**src/source/adc_pkg.sv**
```systemverilog
`default_nettype none

// Shared types and constants for the ADC conditioning path
package adc_pkg;

    // Width of the offset field, which is also the natural width of a raw sample
    localparam int offset_width = 16;

    // Largest useful left shift is 15, so four bits are enough
    localparam int gain_shift_width = 4;

    // Write data on the settings port is as wide as the offset register
    localparam int config_data_width = 16;

    // Live calibration settings as seen by the calibration stage
    // The offset is signed and gets sign-extended to the sample width downstream
    typedef struct packed {
        logic signed [offset_width-1:0] offset;
        logic [gain_shift_width-1:0] gain_shift;
        logic gain_enable;
    } calibration_config_t;

    // Register map of the strobe write port
    // Address 3 is left unmapped on purpose and writes to it are dropped
    typedef enum logic [1:0] {
        address_offset = 2'd0,
        address_shift = 2'd1,
        address_control = 2'd2
    } config_address_t;

    // Power-up settings, a transparent path with zero offset and no gain
    localparam calibration_config_t config_reset_value = '{
        offset: '0,
        gain_shift: '0,
        gain_enable: 1'b0
    };

endpackage

`default_nettype wire

```
**src/source/adc_frontend.sv**
```systemverilog
`timescale 1ns/1ps
`default_nettype none

// Top of the ADC sample conditioning path
// Raw samples go through offset and gain correction, then block averaging
module adc_frontend #(
    parameter int DATA_WIDTH = 16,
    parameter int DECIMATION_LOG2 = 2
) (
    input wire logic clock,
    input wire logic rst,
    input wire logic flush,
    input wire logic signed [DATA_WIDTH-1:0] in_data,
    input wire logic in_valid,
    output logic in_ready,
    input wire logic out_ready,
    output logic signed [DATA_WIDTH-1:0] out_data,
    output logic out_valid,
    input wire logic config_write,
    input wire adc_pkg::config_address_t config_address,
    input wire logic [adc_pkg::config_data_width-1:0] config_data
);

    import adc_pkg::*;

    // Live settings from the register block
    calibration_config_t settings;

    // Corrected samples travelling to the averager
    logic signed [DATA_WIDTH-1:0] calibrated_data;
    logic calibrated_valid;

    // Settings are untouched by flush, only rst brings them back to defaults
    calibration_registers settings_registers (
        .clock(clock),
        .rst(rst),
        .config_write(config_write),
        .config_address(config_address),
        .config_data(config_data),
        .settings(settings)
    );

    calibration #(
        .DATA_WIDTH(DATA_WIDTH)
    ) calibration_stage (
        .clock(clock),
        .rst(rst),
        .flush(flush),
        .settings(settings),
        .in_data(in_data),
        .in_valid(in_valid),
        .in_ready(in_ready),
        .out_ready(out_ready),
        .calibrated_data(calibrated_data),
        .calibrated_valid(calibrated_valid)
    );

    // The averager has no ready input and takes every calibrated pulse
    decimator #(
        .DATA_WIDTH(DATA_WIDTH),
        .DECIMATION_LOG2(DECIMATION_LOG2)
    ) averager (
        .clock(clock),
        .rst(rst),
        .flush(flush),
        .calibrated_data(calibrated_data),
        .calibrated_valid(calibrated_valid),
        .out_data(out_data),
        .out_valid(out_valid)
    );

endmodule

`default_nettype wire

```
**src/source/calibration.sv**
```systemverilog
`timescale 1ns/1ps
`default_nettype none

// Offset and gain correction of the raw ADC samples
// One register stage deep, each accepted sample comes out one cycle later
module calibration #(
    parameter int DATA_WIDTH = 16
) (
    input wire logic clock,
    input wire logic rst,
    input wire logic flush,
    input wire adc_pkg::calibration_config_t settings,
    input wire logic signed [DATA_WIDTH-1:0] in_data,
    input wire logic in_valid,
    output logic in_ready,
    input wire logic out_ready,
    output logic signed [DATA_WIDTH-1:0] calibrated_data,
    output logic calibrated_valid
);

    // Offset brought to the sample width
    logic signed [DATA_WIDTH-1:0] offset_extended;

    // Sample plus offset after clamping at the rails
    logic signed [DATA_WIDTH-1:0] offset_sum;

    // Value after the optional power-of-two gain
    logic signed [DATA_WIDTH-1:0] gain_corrected;

    // High in a cycle where the source hands over a sample
    logic accept;

    // The stage never stalls on its own
    // Input readiness is just the sink's permission
    assign in_ready = out_ready;

    assign accept = in_valid & in_ready;

    // Sign extension of the 16 bit offset up to the sample width
    assign offset_extended = DATA_WIDTH'(settings.offset);

    // The offset is applied with saturation so that a large
    // correction pins the sample to a rail instead of wrapping
    saturating_adder #(
        .DATA_WIDTH(DATA_WIDTH)
    ) offset_adder (
        .a(in_data),
        .b(offset_extended),
        .sum(offset_sum)
    );

    always_comb begin
        // The gain is a plain left shift
        // Bits pushed past the top are lost so the value wraps in two's complement
        if (settings.gain_enable) begin
            gain_corrected = offset_sum <<< settings.gain_shift;
        end else begin
            gain_corrected = offset_sum;
        end
    end

    // Valid flag of the output register
    // Flush drops whatever sample sits in the stage
    always_ff @(posedge clock) begin
        if (rst || flush) begin
            calibrated_valid <= 1'b0;
        end else begin
            calibrated_valid <= accept;
        end
    end

    // Data register, only loaded when a sample is accepted
    // Its content is meaningless while calibrated_valid is low
    always_ff @(posedge clock) begin
        if (accept) begin
            calibrated_data <= gain_corrected;
        end
    end

endmodule

`default_nettype wire

```
**src/source/calibration_registers.sv**
```systemverilog
`timescale 1ns/1ps
`default_nettype none

// Settings registers of the calibration stage
// Written one field at a time through a strobe port, no readback
module calibration_registers (
    input wire logic clock,
    input wire logic rst,
    input wire logic config_write,
    input wire adc_pkg::config_address_t config_address,
    input wire logic [adc_pkg::config_data_width-1:0] config_data,
    output adc_pkg::calibration_config_t settings
);

    import adc_pkg::*;

    // Field values that the write strobe would load
    calibration_config_t settings_next;

    always_comb begin
        // By default every field holds its value
        settings_next = settings;

        case (config_address)
            address_offset: begin
                settings_next.offset = signed'(config_data[offset_width-1:0]);
            end
            address_shift: begin
                // Only the low bits matter, the rest of the word is ignored
                settings_next.gain_shift = config_data[gain_shift_width-1:0];
            end
            address_control: begin
                settings_next.gain_enable = config_data[0];
            end
            default: begin
                // Address 3 is not mapped, so the settings stay as they are
                settings_next = settings;
            end
        endcase
    end

    // The register is updated at the edge that sees the strobe
    // and the new value reaches the calibration stage in the next cycle
    always_ff @(posedge clock) begin
        if (rst) begin
            settings <= config_reset_value;
        end else if (config_write) begin
            settings <= settings_next;
        end
    end

endmodule

`default_nettype wire

```
**src/source/decimator.sv**
```systemverilog
`timescale 1ns/1ps
`default_nettype none

// Block averager
// Sums groups of 2^DECIMATION_LOG2 calibrated samples and emits the floor of their mean
module decimator #(
    parameter int DATA_WIDTH = 16,
    parameter int DECIMATION_LOG2 = 2
) (
    input wire logic clock,
    input wire logic rst,
    input wire logic flush,
    input wire logic signed [DATA_WIDTH-1:0] calibrated_data,
    input wire logic calibrated_valid,
    output logic signed [DATA_WIDTH-1:0] out_data,
    output logic out_valid
);

    // The accumulator needs DECIMATION_LOG2 guard bits to hold the full group sum
    localparam int sum_width = DATA_WIDTH + DECIMATION_LOG2;

    // With no decimation a single bit counter is kept, it just never leaves zero
    localparam int count_width = (DECIMATION_LOG2 > 0) ? DECIMATION_LOG2 : 1;

    // Number of samples in one group
    localparam int group_size = 1 << DECIMATION_LOG2;

    // Counter value of the last sample of a group
    localparam logic [count_width-1:0] last_count = count_width'(group_size - 1);

    // Partial sum of the group in progress
    logic signed [sum_width-1:0] accumulator;

    // Index of the next sample within its group
    logic [count_width-1:0] sample_count;

    // Sum including the sample on the input this cycle
    logic signed [sum_width-1:0] sum_next;

    // The incoming sample closes the current group
    logic group_done;

    // Floor mean of the finished group
    logic signed [DATA_WIDTH-1:0] mean;

    always_comb begin
        // Sign extension of the sample before it joins the sum
        sum_next = accumulator + sum_width'(calibrated_data);

        group_done = calibrated_valid && (sample_count == last_count);

        // Arithmetic shift rounds toward minus infinity, which gives the floor
        // The quotient always fits back into DATA_WIDTH bits
        mean = DATA_WIDTH'(sum_next >>> DECIMATION_LOG2);
    end

    // Counter and accumulator
    always_ff @(posedge clock) begin
        if (rst || flush) begin
            sample_count <= '0;
            accumulator <= '0;
        end else if (calibrated_valid) begin
            if (group_done) begin
                // The next group starts from an empty sum in the same edge,
                // so a sample arriving right after is not lost
                sample_count <= '0;
                accumulator <= '0;
            end else begin
                sample_count <= sample_count + 1'b1;
                accumulator <= sum_next;
            end
        end
    end

    // Result pulse lasts one cycle
    always_ff @(posedge clock) begin
        if (rst || flush) begin
            out_valid <= 1'b0;
        end else begin
            out_valid <= group_done;
        end
    end

    // Result register is only written at the end of a group
    always_ff @(posedge clock) begin
        if (group_done) begin
            out_data <= mean;
        end
    end

endmodule

`default_nettype wire

```
**src/source/saturating_adder.sv**
```systemverilog
`timescale 1ns/1ps
`default_nettype none

// Signed adder whose result is clamped to the range of DATA_WIDTH bits
module saturating_adder #(
    parameter int DATA_WIDTH = 16
) (
    input wire logic signed [DATA_WIDTH-1:0] a,
    input wire logic signed [DATA_WIDTH-1:0] b,
    output logic signed [DATA_WIDTH-1:0] sum
);

    // Rail values follow from the width alone
    localparam logic signed [DATA_WIDTH-1:0] max_positive = {1'b0, {(DATA_WIDTH-1){1'b1}}};
    localparam logic signed [DATA_WIDTH-1:0] max_negative = {1'b1, {(DATA_WIDTH-1){1'b0}}};

    // One extra bit holds every possible sum of two DATA_WIDTH operands
    logic signed [DATA_WIDTH:0] wide_sum;

    always_comb begin
        // Size casts of signed operands sign-extend them
        wide_sum = (DATA_WIDTH+1)'(a) + (DATA_WIDTH+1)'(b);

        // The sum only overflowed when its two top bits disagree
        if (wide_sum[DATA_WIDTH] != wide_sum[DATA_WIDTH-1]) begin
            // The extra bit carries the true sign of the result
            if (wide_sum[DATA_WIDTH]) begin
                sum = max_negative;
            end else begin
                sum = max_positive;
            end
        end else begin
            sum = wide_sum[DATA_WIDTH-1:0];
        end
    end

endmodule

`default_nettype wire

```
**config.mk**
```make
export PLATFORM = sky130hd
export DESIGN_NAME = adc_frontend
export DESIGN_NICKNAME = d
export VERILOG_FILES = /design/src/source/adc_pkg.sv /design/src/source/adc_frontend.sv /design/src/source/calibration.sv /design/src/source/calibration_registers.sv /design/src/source/decimator.sv /design/src/source/saturating_adder.sv
export SDC_FILE = /design/constraint.sdc
export NUM_CORES = 1
export LEC_CHECK = 0
export BUFFER_PORTS_ARGS = -buffer_cell sky130_fd_sc_hd__buf_2
export CAP_MARGIN = 20
export CORE_ASPECT_RATIO = 0.6
export CORE_MARGIN = 2
export CORE_UTILIZATION = 61
export CTS_BUF_LIST = sky130_fd_sc_hd__clkbuf_16
export CTS_CLUSTER_DIAMETER = 100
export DETAILED_ROUTE_END_ITERATION = 6
export PLACE_DENSITY = 0.83
export SYNTH_ARGS = -nofsm -noshare
export SYNTH_HDL_FRONTEND = slang
export SYNTH_SLANG_ARGS = --single-unit
export TNS_END_PERCENT = 30
```
**constraint.sdc**
```tcl
create_clock -name clock -period 6.8 [get_ports clock]
set_input_delay 1.36 -clock clock [delete_from_list [all_inputs] [get_ports clock]]
set_output_delay 1.36 -clock clock [all_outputs]
set_load 0.01 [all_outputs]
```
==> impl_results.md, run 1 <==
* Main flop type after synthesis: dfxtp_1
* Yosys reg bits at 75
* Tot GR Track Use at about a third
* Max-slew violation count at 0
* Initial antenna violation count at 0
* GR Util met1 at 46.27%
* Ys Warns at 0
* Number of synthesized flops with an enable pin at 32
* Syn nets at 622
* Post-layout min period at 4.770 ns
* Internal power at 863.9 µW
* Post-Syn Area at 4942 µm²
* Slowest-stage cell, CP: and3_1
* Setup_tns at 0 ns
* Final Skew at ~0.005 ns
* Total gr overflow at 0
* Initial DRC count at between 600 and 700
* Clock network fraction of total power at 39.6%
* FILL cells at 628
* Worst path cell trace: buf_2 -> ha_1 -> fa_1 -> a211oi_1 -> o21ai_0 -> a31oi_2 -> o21ai_1 -> a31o_2 -> and3_1 -> a21oi_1 -> a211o_1 -> a21boi_0 -> a211o_1
* # DRC at 0
* Setup Viol. Count Final at 0
* # H-tree levels at 3
* DPL Wire Length at roughly 10000 µm
* CP max FO at 26
* Slew margin rel. at between 30% and 40%
* Pin count of the biggest net entering global routing at 27
* Vias at 4487
* Synth area leader: edfxtp_1
* Met3 Use GR at between 10% and 20%
* Period utilization at 70.15%
* Final hold viol count at 0
* Comb pwr share at 19.0%
* Delay-heaviest family, CP: compound AO/OA/AOI/OAI gates
* Crit end category: flip-flop
* Final net count at 665
* CP max stage delay at between 0.4 and 0.5 ns
* Starting Density at 62.95%
* Synth cell types at 73
* Met2 Usage GRT at 45.39%
* Vertical die dimension at 73.72 µm
* Global-route wire length before repair at between 20000 and 25000 µm
* Clock Pin Slew Worst Setup and Hold Paths at ~0.060 ns
* Post-CTS Setup Bufs at 0
* Leak at 2.298 nW
* Vias in the first global route at 4263
* Clk sinks at between 70 and 80
* MaxCap Viol Count at 0
* Root buffer cell: clkbuf_16
* Synth async-reset ratio at 0%
* Core Area at 7851 µm²
* Net switching power at roughly 350 µW
* Status: completed
* Avg WL per Cell at 19.13 µm
* RSZ-0062 raised after global routing: false
* Number of port buffers at 57
* Antenna diodes at 0
* Hold_buf cts at 0
* Post-Syn Instances at between 500 and 600
* P&R area growth vs syn at 12.46%
* CTS Buffer Depth at 2
* GRT busiest layer: met1
* Worst path most repeated cell: a211o_1
* DR pass1 iterations at 5
* Ports at 58
* Class of the worst hold path: reg -> reg
* Sw Ratio at 29.01%
* Total CTS buffers at 9
* Worst Max-Slew Pin Slew at 1.026 ns
* Die Span X at 120.2 µm
* Area contributors post-synth: edfxtp_1 (19%), dfxtp_1 (17%), ha_1 (8.6%)
* Top cell type's share of synthesized area at 19.44%
* CTS resizes at 0
* Worst vdd ir at about 0.18 mV
* Design Power at 1.217 mW
* DIE AREA at a little under 9000 µm²
* Row count at 25
* Type of the worst setup path: in -> reg
* Sequential Power Share at roughly two fifths
* Pwr/cell area at 219.0 nW/µm²
* DRT Wirelength at 13430 µm
* Sequential share of the synthesized area at between 30% and 40%
* Worst Setup Start Kind: primary input
* Global placement routability congestion at 0.9623
* Via density at 6.392
* Average cell area after synthesis at 9.052 µm²
* Routed Antenna Nets at 0
* WP data arrival at between 4 and 5 ns
* Final Core Density at 70.79%
* Required @ worst endpoint at 6.89 ns
* Share of layout cells above drive strength 1 at around 16%
* Clock Latency Late Sink at about 0.34 ns
* Fmax at 209.6 MHz
* TritonCTS clock tree: built
* Worst path bufs/invs at 1
cell usage after synthesis, drive strengths merged, types with 6 or more instances:
master and number:
inv 11, nor3 9, edfxtp 32, o21ai 26, nor2 47, nor2b 18
buf 8, ha 34, nand2b 6, mux2i 14, clkbuf 18, o22ai 9
mux2 8, dfxtp 43, and2 8, a21o 13, xor2 10, a211oi 6
xnor2 19, nand3 6, a21oi 72, nand2 54
stage by stage:
step / worst slack (ns) / hold slack [ns] / area (µm²) / cells
floorplan: 2.482 / 0.4340 / 4942 / 546
CTS: 2.132 / 0.4597 / 5558 / 702
finish: 2.030 / 0.4591 / 5558 / 702
global placement: 1.876 / 0.4476 / 5259 / 685
global route: 1.849 / 0.4845 / 5558 / 702
detailed placement: 1.774 / 0.4518 / 5266 / 686
cell families after synthesis:
logic type | count (synthesis) | share of synthesized area, %
mux | 24 | 5.570
fa+ha+maj | 37 | 9.620
flops | 75 | 36.86
buf+inv | 38 | 3.114
xor+xnor | 29 | 5.139
compound gates | 174 | 23.27
simple gates | 169 | 16.43
power by group through the flow:
stage	sequential (mW)	combinational, mW	clock (mW)
3_5_place_dp	0.513	0.222	0
2_1_floorplan	0.503	0.168	0
4_1_cts	0.503	0.223	0.483
3_3_place_gp	0.513	0.218	0
6_report	0.504	0.231	0.482
5_1_grt	0.505	0.250	0.503
worst min-delay path, stage by stage (launching register included):
cell	delay, ns
dfxtp_1	0.31
nand2_1	0.05
a21oi_1	0.05
routing by layer:
layer	wire, µm	up-vias
met3	1563	17
met1	6319	2123
met5	0	-
met2	5390	255
met4	153	0
li1	-	2092
final cells by class:
cell class | count | area, µm² | share of cell area (%)
Sequential cell | 75 | 1822 | 32.78
Inverter | 12 | 45.04 | 0.8104
Multi-Input combinational cell | 433 | 2972 | 53.47
Clock inverter | 7 | 66.31 | 1.193
Tap cell | 108 | 135.1 | 2.431
Timing Repair Buffer | 58 | 292.8 | 5.268
Clock buffer | 9 | 225.2 | 4.052
path summary, 6_finish.rpt:
check                                                startpoint                                    end  slack [ns]  cells after the start
worst max-delay path                                 in_data[0]  calibration_stage.calibrated_data[13]        2.03                     13
worst min-delay path            settings_registers.settings[13]        settings_registers.settings[13]        0.46                      2
worst max register to register   settings_registers.settings[5]  calibration_stage.calibrated_data[13]        2.84                     12
worst min register to register  settings_registers.settings[13]        settings_registers.settings[13]        0.46                      2
cells in the final DEF (no fill, tap or decap), types with 11 or more instances in the layout:
master and n:
inv_1 11, nor2_1 46, buf_2 57, a21o_1 13
edfxtp_1 32, ha_1 34, dfxtp_1 43, xnor2_1 19
o21ai_0 22, a21oi_1 70, nand2_1 54, mux2i_1 14
nor2b_1 18
sequential cells by signal, indices dropped and copies added (netlist names):
| signal | flops |
|---|---|
| averager.out_valid | 1 |
| averager.out_data | 16 |
| calibration_stage.calibrated_valid | 1 |
| settings_registers.settings | 21 |
| calibration_stage.calibrated_data | 16 |
| averager.accumulator | 18 |
| averager.sample_count | 2 |
Note: power is estimated with default switching activity, not from simulation.
==> run 2: changes to the inputs <==
Settings changed: CORE_UTILIZATION 61 to 53, PLACE_DENSITY 0.83 to 0.76.
Clock period 6.8 ns to 4.32 ns, I/O delays scaled along.
==> impl_results.md, run 2 (synthesis gave the netlist of run 1 again) <==
* Slowest-stage cell, CP: fa_1
* Vias at 4412 (-1.7%)
* Post-Place Cells at 708 (+3.2%)
* Pwr/cell area at 339.8 nW/µm² (+55%)
* Number of port buffers at 57 (unchanged)
* P&R area growth vs syn at 14.78%
* Worst path most repeated cell: a211o_1
* Clk sinks at 75 (unchanged)
* # DRC at 0 (unchanged)
* Final Skew at 0.004897 ns (-0.0001423 ns)
* Initial antenna violation count at 0 (unchanged)
* Delay-heaviest family, CP: compound AO/OA/AOI/OAI gates
* Largest Register: settings_registers.settings
* Clock Pin Slew Worst Setup and Hold Paths at 0.06 ns (about the same)
* TritonCTS clock tree: built
* Worst Max-Slew Pin Slew at 0.9891 ns (-0.03692 ns)
* DRT Wirelength at 12950 µm (-3.5%)
* Leak at 2.376 nW (+3.4%)
* Setup_tns at 0 ns (unchanged)
* Worst path cell trace: buf_2 -> ha_1 -> fa_1 -> a211oi_1 -> o21ai_0 -> a31oi_2 -> o21ai_1 -> a31o_2 -> and3_1 -> a21oi_1 -> a211o_1 -> a21boi_0 -> a211o_1
* Post-layout min period at 3.945 ns
* Post-route non-filler standard cell count at 724 (+3.1%)
* Starting Density at 54.18% (-8.8 points)
* Antenna diodes at 0 (unchanged)
* Worst path bufs/invs at 1 (unchanged)
* Pin count of the biggest net entering global routing at 27 (unchanged)
* Top Registers: settings_registers.settings: 21 flops, averager.accumulator: 18 flops
* Avg WL per Cell at 17.89 µm (-6.5%)
* Global placement routability congestion at 1.000 (+3.9%)
* Type of the worst setup path: in -> reg
* CTS resizes at 0 (unchanged)
* CTS Buffer Depth at 2 (unchanged)
* Final net count at 679 (+2.1%)
* Total CTS buffers at 9 (unchanged)
* DIE AREA at 10140 µm² (+14%)
* Required @ worst endpoint at 4.41 ns (-2.48 ns)
* Routed Antenna Nets at 0 (unchanged)
* DPL Wire Length at 9886 µm (-2.5%)
* Ports at 58 (unchanged)
* Slew margin rel. at 33.77% (+2.5 points)
* Via density at 6.094 (-4.7%)
* CP max FO at 17 (-35%)
* DR pass1 iterations at 5 (unchanged)
* Share of layout cells above drive strength 1 at 18.59% (+2.3 points)
* Fmax at 253.5 MHz
* Crit end category: flip-flop
* Max-slew violation count at 0 (unchanged)
* Tot GR Track Use at 26.74% (-5.2 points)
* Leading cell type in the layout, fill and taps excluded: a21oi_1
* Vias in the first global route at 4113 (-3.5%)
* Post-CTS Setup Bufs at 0 (unchanged)
* Final hold viol count at 0 (unchanged)
* Period utilization at 91.31%
* Total gr overflow at 0 (unchanged)
* Hold_buf cts at 0 (unchanged)
* Vertical die dimension at 78.80 µm (+6.9%)
* Final Core Density at 62.19% (-8.6 points)
* Commonest non-fill, non-tap cells in the layout: a21oi_1 (70), buf_2 (57), nand2_1 (54)
* CP max stage delay at 0.40 ns (-0.06 ns)
* Row count at 27 (+8.0%)
* RSZ-0062 raised after global routing: false
* Core Area at 9121 µm² (+16%)
* Clock Latency Late Sink at 0.34 ns (about the same)
* WP data arrival at 4.04 ns (-0.82 ns)
* Die Span X at 128.7 µm (+7.0%)
* Status: completed
* Class of the worst hold path: reg -> reg
* Worst vdd ir at 0.2073 mV (+14%)
* # H-tree levels at 3 (unchanged)
* Max reg flops at 21 (unchanged)
* Global-route wire length before repair at 21160 µm (-2.1%)
* Worst Setup Start Kind: primary input
* Initial DRC count at 500 (-17%)
* Root buffer cell: clkbuf_16
* MaxCap Viol Count at 0 (unchanged)
* Setup Viol. Count Final at 0 (unchanged)
## run 2: report_power, final
group / internal, mW / switching [mW]
clock: 0.445 / 0.309
sequential: 0.770 / 0.0154
combinational: 0.156 / 0.232
total: 1.37 / 0.556
## run 2: stage by stage
stage / hold slack [ns] / setup slack [ns] / power, mW / instance area (µm²)
4_1_cts: 0.4624 / 0.4379 / 1.919 / 5673
5_1_grt: 0.4763 / 0.1627 / 1.996 / 5673
6_report: 0.4596 / 0.3755 / 1.927 / 5673
2_1_floorplan: 0.4340 / 0.4983 / 1.057 / 4942
3_5_place_dp: 0.4541 / 0.08749 / 1.171 / 5381
3_3_place_gp: 0.4486 / 0.09610 / 1.170 / 5374
## run 2: path summary, 6_finish.rpt
check	startpoint	to	slack, ns	cells past startpoint
worst min register to register	settings_registers.settings[5]	settings_registers.settings[5]	0.46	2
worst max register to register	calibration_stage.calibrated_data[0]	averager.accumulator[16]	0.55	12
worst min-delay path	settings_registers.settings[5]	settings_registers.settings[5]	0.46	2
worst max-delay path	in_data[0]	calibration_stage.calibrated_data[13]	0.38	13
## run 2: layout make-up
cell class                 instances  area, µm²
fill                             799       3448
multi-input combinational        433       2972
sequential                        75       1822
timing repair buffer              72      397.9
clock buffer                       9      225.2
tap                              116      145.1
clock inverter                     7      66.31
inverter                          12      45.04
## run 2: worst reg2reg max path, cell delays in order, from the launching register on
cell	delay, ns
edfxtp_1	0.37
ha_1	0.24
fa_1	0.42
a21o_1	0.18
a21oi_1	0.28
o21bai_1	0.15
nor2b_1	0.17
o41ai_1	0.41
o21ai_0	0.27
o41a_1	0.42
a311oi_2	0.41
nor4_1	0.11
a211o_1	0.24
## run 2: per-layer routing
metal / vias to the layer above / GRT usage [%] / routed length (µm)
met4: 0 / 4.891 / 93
met2: 171 / 37.35 / 5114
met1: 2095 / 40.76 / 6619
met5: - / 0 / 0
met3: 12 / 7.884 / 1123
li1: 2134 / - / -
